### src/logic/isa_pkg.sv
package isa_pkg;

  // Data-processing opcodes, bits 24:21
  typedef enum logic [3:0] {
    OP_AND, OP_EOR, OP_SUB, OP_RSB,
    OP_ADD, OP_ADC, OP_SBC, OP_RSC,
    OP_TST, OP_TEQ, OP_CMP, OP_CMN,  // Compare/test group
    OP_ORR, OP_MOV, OP_BIC, OP_MVN
  } opcode_e;

  typedef enum logic [3:0] {
    COND_EQ, COND_NE, COND_CS, COND_CC,
    COND_MI, COND_PL, COND_VS, COND_VC,
    COND_HI, COND_LS, COND_GE, COND_LT,
    COND_GT, COND_LE, COND_AL, COND_NV
  } cond_e;

  typedef enum logic [1:0] {
    SH_LSL, SH_LSR, SH_ASR, SH_ROR
  } shift_e;

  localparam logic [1:0] CLASS_DP = 2'b00;  // Bits 27:26 of a data-processing word

  typedef struct packed {
    cond_e      cond;
    logic [1:0] op_class;
    logic       i_bit;
    opcode_e    opcode;
    logic       s_bit;
    logic [3:0] rn;
    logic [3:0] rd;
    logic [4:0] shift_amt;
    shift_e     shift_type;
    logic       reg_shift;  // Bit 4
    logic [3:0] rm;
  } reg_form_t;

  typedef struct packed {
    cond_e      cond;
    logic [1:0] op_class;
    logic       i_bit;
    opcode_e    opcode;
    logic       s_bit;
    logic [3:0] rn;
    logic [3:0] rd;
    logic [3:0] rotate;
    logic [7:0] imm8;
  } imm_form_t;

  // Same word, operand 2 read either as shifted Rm or as rotated immediate
  typedef union packed {
    reg_form_t reg_form;
    imm_form_t imm_form;
  } dp_instr_u;

endpackage

### src/logic/core_pkg.sv
package core_pkg;

  localparam int DATA_W    = 32;
  localparam int REG_IDX_W = 4;
  localparam int NUM_REGS  = 16;

  // Bit positions in the 4-bit flags word
  localparam int FLAG_N = 3;
  localparam int FLAG_Z = 2;
  localparam int FLAG_C = 1;
  localparam int FLAG_V = 0;

  // Operand source selects
  localparam logic [1:0] FWD_RF = 2'd0;
  localparam logic [1:0] FWD_EX = 2'd1;
  localparam logic [1:0] FWD_WB = 2'd2;

endpackage

### src/logic/reg_file.sv
module reg_file (
  input  logic                           clk,
  input  logic                           i_rst_n,
  input  logic [core_pkg::REG_IDX_W-1:0] i_rd_addr_a,
  input  logic [core_pkg::REG_IDX_W-1:0] i_rd_addr_b,
  input  logic                           i_wr_en,
  input  logic [core_pkg::REG_IDX_W-1:0] i_wr_addr,
  input  logic [core_pkg::DATA_W-1:0]    i_wr_data,
  output logic [core_pkg::DATA_W-1:0]    o_rd_data_a,
  output logic [core_pkg::DATA_W-1:0]    o_rd_data_b
);

  import core_pkg::*;

  logic [DATA_W-1:0] regs [NUM_REGS];

  // R15 is a plain register and clears with the rest
  always_ff @(posedge clk) begin
    if (!i_rst_n) begin
      for (int i = 0; i < NUM_REGS; i++) begin
        regs[i] <= '0;
      end
    end else if (i_wr_en) begin
      regs[i_wr_addr] <= i_wr_data;
    end
  end

  // No bypass of the write port here
  assign o_rd_data_a = regs[i_rd_addr_a];
  assign o_rd_data_b = regs[i_rd_addr_b];

endmodule

### src/logic/operand_forward.sv
module operand_forward (
  input  logic [core_pkg::REG_IDX_W-1:0] i_rn,
  input  logic [core_pkg::REG_IDX_W-1:0] i_rm,
  input  logic [core_pkg::DATA_W-1:0]    i_rf_rn_data,
  input  logic [core_pkg::DATA_W-1:0]    i_rf_rm_data,
  input  logic                           i_ex_wr_en,
  input  logic [core_pkg::REG_IDX_W-1:0] i_ex_rd,
  input  logic [core_pkg::DATA_W-1:0]    i_ex_result,
  input  logic                           i_wb_wr_en,
  input  logic [core_pkg::REG_IDX_W-1:0] i_wb_rd,
  input  logic [core_pkg::DATA_W-1:0]    i_wb_data,
  output logic [core_pkg::DATA_W-1:0]    o_rn_data,
  output logic [core_pkg::DATA_W-1:0]    o_rm_data
);

  import core_pkg::*;

  logic       rn_ex_hit;
  logic       rn_wb_hit;
  logic       rm_ex_hit;
  logic       rm_wb_hit;
  logic [1:0] rn_sel;
  logic [1:0] rm_sel;

  function automatic logic [DATA_W-1:0] sel_data(input logic [1:0]        sel,
                                                 input logic [DATA_W-1:0] rf,
                                                 input logic [DATA_W-1:0] ex,
                                                 input logic [DATA_W-1:0] wb);
    case (sel)
      FWD_EX:  return ex;
      FWD_WB:  return wb;
      default: return rf;
    endcase
  endfunction

  assign rn_ex_hit = i_ex_wr_en && (i_ex_rd == i_rn);
  assign rn_wb_hit = i_wb_wr_en && (i_wb_rd == i_rn);
  assign rm_ex_hit = i_ex_wr_en && (i_ex_rd == i_rm);
  assign rm_wb_hit = i_wb_wr_en && (i_wb_rd == i_rm);

  // Youngest producer first
  assign rn_sel = rn_ex_hit ? FWD_EX : (rn_wb_hit ? FWD_WB : FWD_RF);
  assign rm_sel = rm_ex_hit ? FWD_EX : (rm_wb_hit ? FWD_WB : FWD_RF);

  assign o_rn_data = sel_data(rn_sel, i_rf_rn_data, i_ex_result, i_wb_data);
  assign o_rm_data = sel_data(rm_sel, i_rf_rm_data, i_ex_result, i_wb_data);

endmodule

### src/logic/decode_stage.sv
module decode_stage (
  input  logic                           clk,
  input  logic                           i_rst_n,
  input  logic                           i_instr_valid,
  input  logic [31:0]                    i_instr,
  input  logic [core_pkg::DATA_W-1:0]    i_rf_rn_data,
  input  logic [core_pkg::DATA_W-1:0]    i_rf_rm_data,
  input  logic                           i_ex_wr_en,
  input  logic [core_pkg::REG_IDX_W-1:0] i_ex_rd,
  input  logic [core_pkg::DATA_W-1:0]    i_ex_result,
  input  logic                           i_wb_wr_en,
  input  logic [core_pkg::REG_IDX_W-1:0] i_wb_rd,
  input  logic [core_pkg::DATA_W-1:0]    i_wb_data,
  output logic [core_pkg::REG_IDX_W-1:0] o_rf_rn_addr,
  output logic [core_pkg::REG_IDX_W-1:0] o_rf_rm_addr,
  output logic                           o_op_valid,
  output logic [3:0]                     o_opcode,
  output logic                           o_s_bit,
  output logic [3:0]                     o_cond,
  output logic [core_pkg::REG_IDX_W-1:0] o_rd,
  output logic                           o_writes_rd,
  output logic                           o_imm_form,
  output logic [11:0]                    o_op2_field,
  output logic [core_pkg::DATA_W-1:0]    o_rn_data,
  output logic [core_pkg::DATA_W-1:0]    o_rm_data
);

  import isa_pkg::*;
  import core_pkg::*;

  logic              dec_valid;
  dp_instr_u         dec_instr;
  logic              writes_rd;
  logic [DATA_W-1:0] rn_fwd;
  logic [DATA_W-1:0] rm_fwd;

  always_ff @(posedge clk) begin
    if (!i_rst_n) begin
      dec_valid <= 1'b0;
    end else begin
      dec_valid <= i_instr_valid;
    end
  end

  always_ff @(posedge clk) begin
    if (i_instr_valid) begin
      dec_instr <= i_instr;
    end
  end

  assign o_rf_rn_addr = dec_instr.reg_form.rn;
  assign o_rf_rm_addr = dec_instr.reg_form.rm;  // Ignored later for immediate form

  // Compare/test and other classes never touch Rd
  assign writes_rd = (dec_instr.reg_form.op_class == CLASS_DP) &&
                     !(dec_instr.reg_form.opcode inside {OP_TST, OP_TEQ, OP_CMP, OP_CMN});

  operand_forward u_operand_forward (
    .i_rn         (dec_instr.reg_form.rn),
    .i_rm         (dec_instr.reg_form.rm),
    .i_rf_rn_data (i_rf_rn_data),
    .i_rf_rm_data (i_rf_rm_data),
    .i_ex_wr_en   (i_ex_wr_en),
    .i_ex_rd      (i_ex_rd),
    .i_ex_result  (i_ex_result),
    .i_wb_wr_en   (i_wb_wr_en),
    .i_wb_rd      (i_wb_rd),
    .i_wb_data    (i_wb_data),
    .o_rn_data    (rn_fwd),
    .o_rm_data    (rm_fwd)
  );

  always_ff @(posedge clk) begin
    if (!i_rst_n) begin
      o_op_valid <= 1'b0;
    end else begin
      o_op_valid <= dec_valid;
    end
  end

  // Decode-to-execute payload
  always_ff @(posedge clk) begin
    o_opcode    <= dec_instr.reg_form.opcode;
    o_s_bit     <= dec_instr.reg_form.s_bit;
    o_cond      <= dec_instr.reg_form.cond;
    o_rd        <= dec_instr.reg_form.rd;
    o_writes_rd <= writes_rd;
    o_imm_form  <= dec_instr.reg_form.i_bit;
    o_op2_field <= {dec_instr.imm_form.rotate, dec_instr.imm_form.imm8};
    o_rn_data   <= rn_fwd;
    o_rm_data   <= rm_fwd;
  end

endmodule

### src/logic/barrel_shifter.sv
module barrel_shifter (
  input  logic                        i_imm_form,
  input  logic [11:0]                 i_op2_field,
  input  logic [core_pkg::DATA_W-1:0] i_rm_data,
  output logic [core_pkg::DATA_W-1:0] o_operand2
);

  import isa_pkg::*;
  import core_pkg::*;

  dp_instr_u op2_view;  // Only bits 11:0 are meaningful

  function automatic logic [DATA_W-1:0] ror_word(input logic [DATA_W-1:0] value,
                                                 input logic [4:0]        amt);
    return (value >> amt) | (value << (DATA_W - amt));
  endfunction

  assign op2_view = {20'd0, i_op2_field};

  always_comb begin
    if (i_imm_form) begin
      // imm8 rotated right by twice the rotate field
      o_operand2 = ror_word({24'd0, op2_view.imm_form.imm8}, {op2_view.imm_form.rotate, 1'b0});
    end else begin
      // Zero amount is a plain pass of Rm for all four types
      case (op2_view.reg_form.shift_type)
        SH_LSL:  o_operand2 = i_rm_data << op2_view.reg_form.shift_amt;
        SH_LSR:  o_operand2 = i_rm_data >> op2_view.reg_form.shift_amt;
        SH_ASR:  o_operand2 = $signed(i_rm_data) >>> op2_view.reg_form.shift_amt;
        SH_ROR:  o_operand2 = ror_word(i_rm_data, op2_view.reg_form.shift_amt);
        default: o_operand2 = i_rm_data;
      endcase
    end
  end

endmodule

### src/logic/alu.sv
module alu (
  input  logic [3:0]                  i_opcode,
  input  logic [core_pkg::DATA_W-1:0] i_a,
  input  logic [core_pkg::DATA_W-1:0] i_b,
  input  logic                        i_carry_in,
  output logic [core_pkg::DATA_W-1:0] o_result,
  output logic                        o_n,
  output logic                        o_z,
  output logic                        o_c,
  output logic                        o_v
);

  import isa_pkg::*;
  import core_pkg::*;

  logic              is_arith;
  logic              reverse;
  logic              invert;
  logic [DATA_W-1:0] add_x;
  logic [DATA_W-1:0] add_y;
  logic              add_cin;
  logic [DATA_W:0]   sum;

  assign is_arith = i_opcode inside {[OP_SUB:OP_RSC]};
  assign reverse  = i_opcode inside {OP_RSB, OP_RSC};  // B minus A
  assign invert   = i_opcode inside {OP_SUB, OP_RSB, OP_SBC, OP_RSC};

  // Subtract as x + ~y + cin so the carry out is already not-borrow
  assign add_x = reverse ? i_b : i_a;
  assign add_y = reverse ? ~i_a : (invert ? ~i_b : i_b);

  always_comb begin
    case (i_opcode)
      OP_SUB, OP_RSB:         add_cin = 1'b1;
      OP_ADC, OP_SBC, OP_RSC: add_cin = i_carry_in;
      default:                add_cin = 1'b0;
    endcase
  end

  assign sum = {1'b0, add_x} + {1'b0, add_y} + {{DATA_W{1'b0}}, add_cin};

  always_comb begin
    case (i_opcode)
      OP_AND:  o_result = i_a & i_b;
      OP_EOR:  o_result = i_a ^ i_b;
      OP_ORR:  o_result = i_a | i_b;
      OP_MOV:  o_result = i_b;
      OP_BIC:  o_result = i_a & ~i_b;
      OP_MVN:  o_result = ~i_b;
      default: o_result = sum[DATA_W-1:0];  // Adder group
    endcase
  end

  assign o_n = o_result[DATA_W-1];
  assign o_z = (o_result == '0);
  assign o_c = is_arith ? sum[DATA_W] : i_carry_in;  // Old C kept by logical ops

  // Operands alike in sign, result not
  assign o_v = is_arith && (add_x[DATA_W-1] == add_y[DATA_W-1]) &&
               (sum[DATA_W-1] != add_x[DATA_W-1]);

endmodule

### src/logic/execute_stage.sv
module execute_stage (
  input  logic                           clk,
  input  logic                           i_rst_n,
  input  logic                           i_op_valid,
  input  logic [3:0]                     i_opcode,
  input  logic                           i_s_bit,
  input  logic [3:0]                     i_cond,
  input  logic [core_pkg::REG_IDX_W-1:0] i_rd,
  input  logic                           i_writes_rd,
  input  logic                           i_imm_form,
  input  logic [11:0]                    i_op2_field,
  input  logic [core_pkg::DATA_W-1:0]    i_rn_data,
  input  logic [core_pkg::DATA_W-1:0]    i_rm_data,
  output logic                           o_ex_wr_en,
  output logic [core_pkg::REG_IDX_W-1:0] o_ex_rd,
  output logic [core_pkg::DATA_W-1:0]    o_ex_result,
  output logic                           o_wb_en,
  output logic [core_pkg::REG_IDX_W-1:0] o_wb_rd,
  output logic [core_pkg::DATA_W-1:0]    o_wb_data,
  output logic [3:0]                     o_flags
);

  import isa_pkg::*;
  import core_pkg::*;

  logic [DATA_W-1:0] operand2;
  logic              alu_n;
  logic              alu_z;
  logic              alu_c;
  logic              alu_v;
  logic              ex_fire;
  logic              keep_v;
  logic [3:0]        flags_next;

  function automatic logic cond_holds(input logic [3:0] cond, input logic [3:0] f);
    case (cond)
      COND_EQ: return f[FLAG_Z];
      COND_NE: return !f[FLAG_Z];
      COND_CS: return f[FLAG_C];
      COND_CC: return !f[FLAG_C];
      COND_MI: return f[FLAG_N];
      COND_PL: return !f[FLAG_N];
      COND_VS: return f[FLAG_V];
      COND_VC: return !f[FLAG_V];
      COND_HI: return f[FLAG_C] && !f[FLAG_Z];
      COND_LS: return !f[FLAG_C] || f[FLAG_Z];
      COND_GE: return f[FLAG_N] == f[FLAG_V];
      COND_LT: return f[FLAG_N] != f[FLAG_V];
      COND_GT: return !f[FLAG_Z] && (f[FLAG_N] == f[FLAG_V]);
      COND_LE: return f[FLAG_Z] || (f[FLAG_N] != f[FLAG_V]);
      COND_AL: return 1'b1;
      default: return 1'b0;  // NV
    endcase
  endfunction

  barrel_shifter u_barrel_shifter (
    .i_imm_form  (i_imm_form),
    .i_op2_field (i_op2_field),
    .i_rm_data   (i_rm_data),
    .o_operand2  (operand2)
  );

  alu u_alu (
    .i_opcode   (i_opcode),
    .i_a        (i_rn_data),
    .i_b        (operand2),
    .i_carry_in (o_flags[FLAG_C]),
    .o_result   (o_ex_result),
    .o_n        (alu_n),
    .o_z        (alu_z),
    .o_c        (alu_c),
    .o_v        (alu_v)
  );

  // Condition sees flags left by the instruction just ahead
  assign ex_fire    = i_op_valid && i_writes_rd && cond_holds(i_cond, o_flags);
  assign o_ex_wr_en = ex_fire;
  assign o_ex_rd    = i_rd;

  assign keep_v = !(i_opcode inside {[OP_SUB:OP_RSC]});  // Logical ops leave V

  always_comb begin
    flags_next[FLAG_N] = alu_n;
    flags_next[FLAG_Z] = alu_z;
    flags_next[FLAG_C] = alu_c;
    flags_next[FLAG_V] = keep_v ? o_flags[FLAG_V] : alu_v;
  end

  always_ff @(posedge clk) begin
    if (!i_rst_n) begin
      o_wb_en <= 1'b0;
      o_flags <= '0;
    end else begin
      o_wb_en <= ex_fire;
      if (ex_fire && i_s_bit) o_flags <= flags_next;
    end
  end

  always_ff @(posedge clk) begin
    if (ex_fire) begin
      o_wb_rd   <= i_rd;
      o_wb_data <= o_ex_result;
    end
  end

  // Logical ops and moves hand the old carry back from the ALU
  assert property (@(posedge clk) disable iff (!i_rst_n)
                   ex_fire && i_s_bit && keep_v |=> $stable(o_flags[FLAG_C]))
    else $error("Carry changed by a logical operation");

  // A zero result is never negative
  assert property (@(posedge clk) disable iff (!i_rst_n)
                   !(o_flags[FLAG_N] && o_flags[FLAG_Z]))
    else $error("N and Z flags set together");

endmodule

### src/logic/arm_dp_core.sv
module arm_dp_core (
  input  logic                           clk,
  input  logic                           i_rst_n,
  input  logic                           i_instr_valid,
  input  logic [31:0]                    i_instr,
  output logic                           o_wb_en,
  output logic [core_pkg::REG_IDX_W-1:0] o_wb_rd,
  output logic [core_pkg::DATA_W-1:0]    o_wb_data,
  output logic [3:0]                     o_flags
);

  import core_pkg::*;

  logic [REG_IDX_W-1:0] rf_rn_addr;
  logic [REG_IDX_W-1:0] rf_rm_addr;
  logic [DATA_W-1:0]    rf_rn_data;
  logic [DATA_W-1:0]    rf_rm_data;

  // Decode to execute
  logic                 op_valid;
  logic [3:0]           opcode;
  logic                 s_bit;
  logic [3:0]           cond;
  logic [REG_IDX_W-1:0] rd;
  logic                 writes_rd;
  logic                 imm_form;
  logic [11:0]          op2_field;
  logic [DATA_W-1:0]    rn_data;
  logic [DATA_W-1:0]    rm_data;

  // Execute result back to decode
  logic                 ex_wr_en;
  logic [REG_IDX_W-1:0] ex_rd;
  logic [DATA_W-1:0]    ex_result;

  decode_stage u_decode_stage (
    .clk           (clk),
    .i_rst_n       (i_rst_n),
    .i_instr_valid (i_instr_valid),
    .i_instr       (i_instr),
    .i_rf_rn_data  (rf_rn_data),
    .i_rf_rm_data  (rf_rm_data),
    .i_ex_wr_en    (ex_wr_en),
    .i_ex_rd       (ex_rd),
    .i_ex_result   (ex_result),
    .i_wb_wr_en    (o_wb_en),
    .i_wb_rd       (o_wb_rd),
    .i_wb_data     (o_wb_data),
    .o_rf_rn_addr  (rf_rn_addr),
    .o_rf_rm_addr  (rf_rm_addr),
    .o_op_valid    (op_valid),
    .o_opcode      (opcode),
    .o_s_bit       (s_bit),
    .o_cond        (cond),
    .o_rd          (rd),
    .o_writes_rd   (writes_rd),
    .o_imm_form    (imm_form),
    .o_op2_field   (op2_field),
    .o_rn_data     (rn_data),
    .o_rm_data     (rm_data)
  );

  execute_stage u_execute_stage (
    .clk         (clk),
    .i_rst_n     (i_rst_n),
    .i_op_valid  (op_valid),
    .i_opcode    (opcode),
    .i_s_bit     (s_bit),
    .i_cond      (cond),
    .i_rd        (rd),
    .i_writes_rd (writes_rd),
    .i_imm_form  (imm_form),
    .i_op2_field (op2_field),
    .i_rn_data   (rn_data),
    .i_rm_data   (rm_data),
    .o_ex_wr_en  (ex_wr_en),
    .o_ex_rd     (ex_rd),
    .o_ex_result (ex_result),
    .o_wb_en     (o_wb_en),
    .o_wb_rd     (o_wb_rd),
    .o_wb_data   (o_wb_data),
    .o_flags     (o_flags)
  );

  // Written one edge after the write-back register
  reg_file u_reg_file (
    .clk         (clk),
    .i_rst_n     (i_rst_n),
    .i_rd_addr_a (rf_rn_addr),
    .i_rd_addr_b (rf_rm_addr),
    .i_wr_en     (o_wb_en),
    .i_wr_addr   (o_wb_rd),
    .i_wr_data   (o_wb_data),
    .o_rd_data_a (rf_rn_data),
    .o_rd_data_b (rf_rm_data)
  );

endmodule

### config.mk
export PLATFORM = sky130hd
export DESIGN_NAME = arm_dp_core
export DESIGN_NICKNAME = d
export VERILOG_FILES = /design/src/logic/isa_pkg.sv /design/src/logic/core_pkg.sv /design/src/logic/reg_file.sv /design/src/logic/operand_forward.sv /design/src/logic/decode_stage.sv /design/src/logic/barrel_shifter.sv /design/src/logic/alu.sv /design/src/logic/execute_stage.sv /design/src/logic/arm_dp_core.sv
export SDC_FILE = /design/constraint.sdc
export NUM_CORES = 2
export LEC_CHECK = 0
export BUFFER_PORTS_ARGS = -buffer_cell sky130_fd_sc_hd__clkbuf_2
export CORE_MARGIN = 8
export CORE_UTILIZATION = 65
export CTS_BUF_LIST = sky130_fd_sc_hd__clkbuf_16
export DETAILED_ROUTE_END_ITERATION = 16
export PLACE_DENSITY = 0.82
export SETUP_SLACK_MARGIN = 0.4
export SLEW_MARGIN = 10
export SYNTH_ARGS = -nofsm -noshare
export SYNTH_HDL_FRONTEND = slang
export SYNTH_SLANG_ARGS = --single-unit
### constraint.sdc
create_clock -name clk -period 12.64 [get_ports clk]
set_input_delay 2.528 -clock clk [delete_from_list [all_inputs] [get_ports clk]]
set_output_delay 2.528 -clock clk [all_outputs]
set_load 0.02 [all_outputs]
==> run metrics <==
status complete, no violations; clock tree buffer depth 3; Clock Skews 0.07608 ns; Setup crit end kind flip-flop; Post-Place Cells approximately 4.6k; cell taking the most area after synthesis edfxtp_1; worst path cell trace clkinv_1 -> buf_4 -> ha_1 -> xor2_2 -> buf_4 -> mux4_2 -> a2111oi_0 -> a2111oi_0 -> a21oi_1 -> nor3_1 -> a211oi_1 -> a21oi_1 -> ha_1 -> a21o_1 -> a21o_1 -> o21ai_0 -> a21oi_1 -> a211oi_1 -> o21bai_1 -> xor2_1 -> a211o_1 -> nand4b_1 -> nor4_1 -> a31o_1; Die X 281.7 um; Via Count between 30k and 40k; Tmin final 8.111 ns; Gate Count Post-Synth 3,859; TritonCTS clock tree done; first-pass GRT wire length 260,600 um; RePlAce Congestion between 1 and 1.5; #FFs+latches synth 686; utilization after layout 0.7089; yosys warns 0; core area 70,030 sq um; Routed Antenna Nets 0; Final TNS setup 0 ns; Initial DRT Pass Iterations 7; top-level port count 76; Hold Path Cell Cnt 0; Hold Slack 0.3433 ns; Post-Route WL approximately 180,000 um; total clock sinks 686; Hold Buf Count CTS 0; DR WL/cell 38.74 um; post-synth top area share 0.3795; number of global-route vias before repair 36.53k; largest net degree at the start of global routing 71; Synth Net Count slightly below 4k; Max-cap violations 0; Unique masters post-synth approximately 110; data required time at the worst endpoint between 10 and 15 ns; IO Port Bufs 75; final std cells w/o fill 4,760; post_cts resized 0; vias per inst 8.047; clk root buf clkbuf_16; RSZ-0062 raised after global routing false; Final Cycle Share 0.6417; 1st-iter DRT viols 7,485; # setup viols final 0; Cell Rows 97; startpoint types flip-flop; CP arrival a little under 9 ns; Seq/Total Area, Yosys 0.4257; Largest delay share family, worst path compound AO/OA/AOI/OAI gates; Die Span Y ~280 um; WP buf/inv 3; worst-skew pair later-pin latency roughly 0.67 ns; CTS H-tree depth 3; Final Hold Vio Count 0; max_slew headroom 0.08572; hpwl dp approximately 120,000 um; number of remaining DRC errors 0; Layout fillers 4,562; Slowest Stage Delay on Critical Path 0.92 ns; most frequent CP cell a21oi_1; gr usage total 0.4576; R2R depth 24; mapped cell area ~46,000 sq um; P per Cell Area 149.9 nW/um^2; footprint of the multi-input gates 24,830 sq um; Crit-path slowest cell a2111oi_0; critical path depth 24; average instance area after synthesis 11.89 sq um; Die Footprint 79,360 sq um; max-slew violation count 0; Hold WC Path Type reg -> reg; fmax ~120 MHz; grt ovf 0; share of post-route cells with drive strength above 1 0.2296; FF+latch area a little under 20,000 sq um; initial core utilization 0.6553; Synth area leaders edfxtp_1 38%, mux4_2 19%, and2_1 7.2%; final net count 3,864; Pleak 17.73 nW; initial antenna violation count 15; CP Max Fanout 23; CTS Buf Count a little over 70; Max VDD drop between 0.0001 and 0.00015 V; ys flop type edfxtp_1; postcts setup bufs 0; FFs w/ async S/R, synth 0; clock-pin slew on the worst setup and hold paths 0.07 ns; actual slew at the worst max-slew pin ~1.4 ns; area grow syn2layout 8.179%; number of synthesized flops with an enable pin between 500 and 600; CP Class reg -> reg
## final cells by class
type / count / area share
repair buffers: 189 / 0.02480
diodes: 4 / 0.0002016
clock buffers: 72 / 0.03629
inverters: 81 / 0.006124
flip-flops and latches: 686 / 0.3942
multi-input cells: 2731 / 0.5000
well taps: 940 / 0.02369
clock inverters: 57 / 0.01464
## worst register-to-register path, cell delays in order (launching register included)
cell       delay, ns
dfxtp_4         0.41
clkinv_1        0.12
buf_4           0.40
ha_1            0.38
xor2_2          0.74
buf_4           0.40
mux4_2          0.38
a2111oi_0       0.92
a2111oi_0       0.36
a21oi_1         0.40
nor3_1          0.10
a211oi_1        0.20
a21oi_1         0.07
ha_1            0.41
a21o_1          0.21
a21o_1          0.21
o21ai_0         0.20
a21oi_1         0.09
a211oi_1        0.53
o21bai_1        0.18
xor2_1          0.17
a211o_1         0.36
nand4b_1        0.22
nor4_1          0.45
a31o_1          0.20
## cells by family (layout without fill, tap and decap cells)
group | after synthesis | after routing | share of synthesized area
fa+ha+maj | 68 | 68 | 0.01887
xor+xnor | 50 | 50 | 0.009869
flops | 686 | 686 | 0.4257
other cells | 0 | 4 | 0
compound gates | 757 | 757 | 0.1107
simple gates | 1206 | 1206 | 0.1415
mux | 650 | 650 | 0.2525
buf+inv | 442 | 399 | 0.04084
## layout by cell type (no fill, tap or decap), types with 52 or more instances in the layout
cell type | synthesis | routed
mux2_2 | 78 | 78
inv_1 | 75 | 86
nor2_1 | 153 | 138
mux2i_1 | 171 | 171
clkbuf_16 | 0 | 72
a21oi_1 | 129 | 129
ha_1 | 66 | 66
dfxtp_1 | 106 | 92
buf_4 | 4 | 114
edfxtp_1 | 580 | 580
clkbuf_2 | 0 | 75
nand2_1 | 255 | 254
o21ai_0 | 212 | 200
and2_1 | 525 | 525
mux4_2 | 396 | 396
o211ai_1 | 60 | 60
a211oi_1 | 53 | 52
## layer usage
metal  global-route usage  vias up  routed length, um
met4               0.3110       20              16510
met5                    0        -                180
met3               0.1634     1078              30350
li1                     -    14686                  -
met2               0.6675     4226              78350
met1               0.5727    18295              59030
## per-stage QoR
step / cell area, sq um / power, mW / setup slack [ns]
floorplan: 45890 / 4.223 / 6.072
global placement: 47100 / 5.011 / 4.894
detailed placement: 47100 / 5.021 / 4.766
CTS: 49630 / 7.286 / 4.759
global route: 49640 / 7.572 / 4.348
finish: 49650 / 7.440 / 4.529
## report_power, final
part	switching (mW)	internal [mW]	leakage, nW
Clock	0.976	1.32	1.26
Sequential	0.230	2.59	6.74
Combinational	1.45	0.870	9.73
Total	2.65	4.79	17.7
## synth_stat cells (18+ instances only)
master / count
a21oi_1: 129
o22ai_1: 33
inv_1: 75
a211oi_1: 53
mux2_2: 78
and2_1: 525
edfxtp_1: 580
ha_1: 66
xor2_1: 25
nor3_1: 54
nand3_1: 48
nor2_1: 153
dfxtp_1: 106
buf_1: 26
o211ai_1: 60
clkbuf_1: 277
mux4_2: 396
nand2b_1: 32
buf_2: 40
a31oi_1: 23
mux2i_1: 171
nand2_1: 255
nor2b_1: 26
or3_1: 18
a21o_1: 19
xnor2_1: 23
o21ai_0: 212
## registers in the layout, indices dropped and copies added (netlist names), named ones only
| register | flops |
|---|---|
| u_decode_stage.o_s_bit | 1 |
| u_decode_stage.o_rm_data | 32 |
| u_execute_stage.o_wb_data | 32 |
| u_decode_stage.o_op2_field | 12 |
| u_decode_stage.o_cond | 4 |
| u_execute_stage.o_flags | 4 |
| u_reg_file.regs | 512 |
| u_decode_stage.o_opcode | 4 |
| u_decode_stage.o_rd | 4 |
| u_decode_stage.o_imm_form | 1 |
| u_decode_stage.o_op_valid | 1 |
| u_execute_stage.o_wb_rd | 4 |
| u_execute_stage.o_wb_en | 1 |
| u_decode_stage.o_rn_data | 32 |
| u_decode_stage.dec_instr | 32 |
| u_decode_stage.dec_valid | 1 |
| u_decode_stage.o_writes_rd | 1 |
## worst paths after layout
path                                          startpoint                                 endpoint  slack (ns)
setup / recovery   u_decode_stage.o_op2_field[8]$_DFF_P_  u_execute_stage.o_flags[2]$_SDFFE_PN0P_        4.53
hold / removal    u_decode_stage.dec_instr[31]$_DFFE_PP_         u_decode_stage.o_cond[3]$_DFF_P_        0.34
setup reg to reg   u_decode_stage.o_op2_field[8]$_DFF_P_  u_execute_stage.o_flags[2]$_SDFFE_PN0P_        4.53
hold reg to reg   u_decode_stage.dec_instr[31]$_DFFE_PP_         u_decode_stage.o_cond[3]$_DFF_P_        0.34
Power figures use the tool's default switching activity.
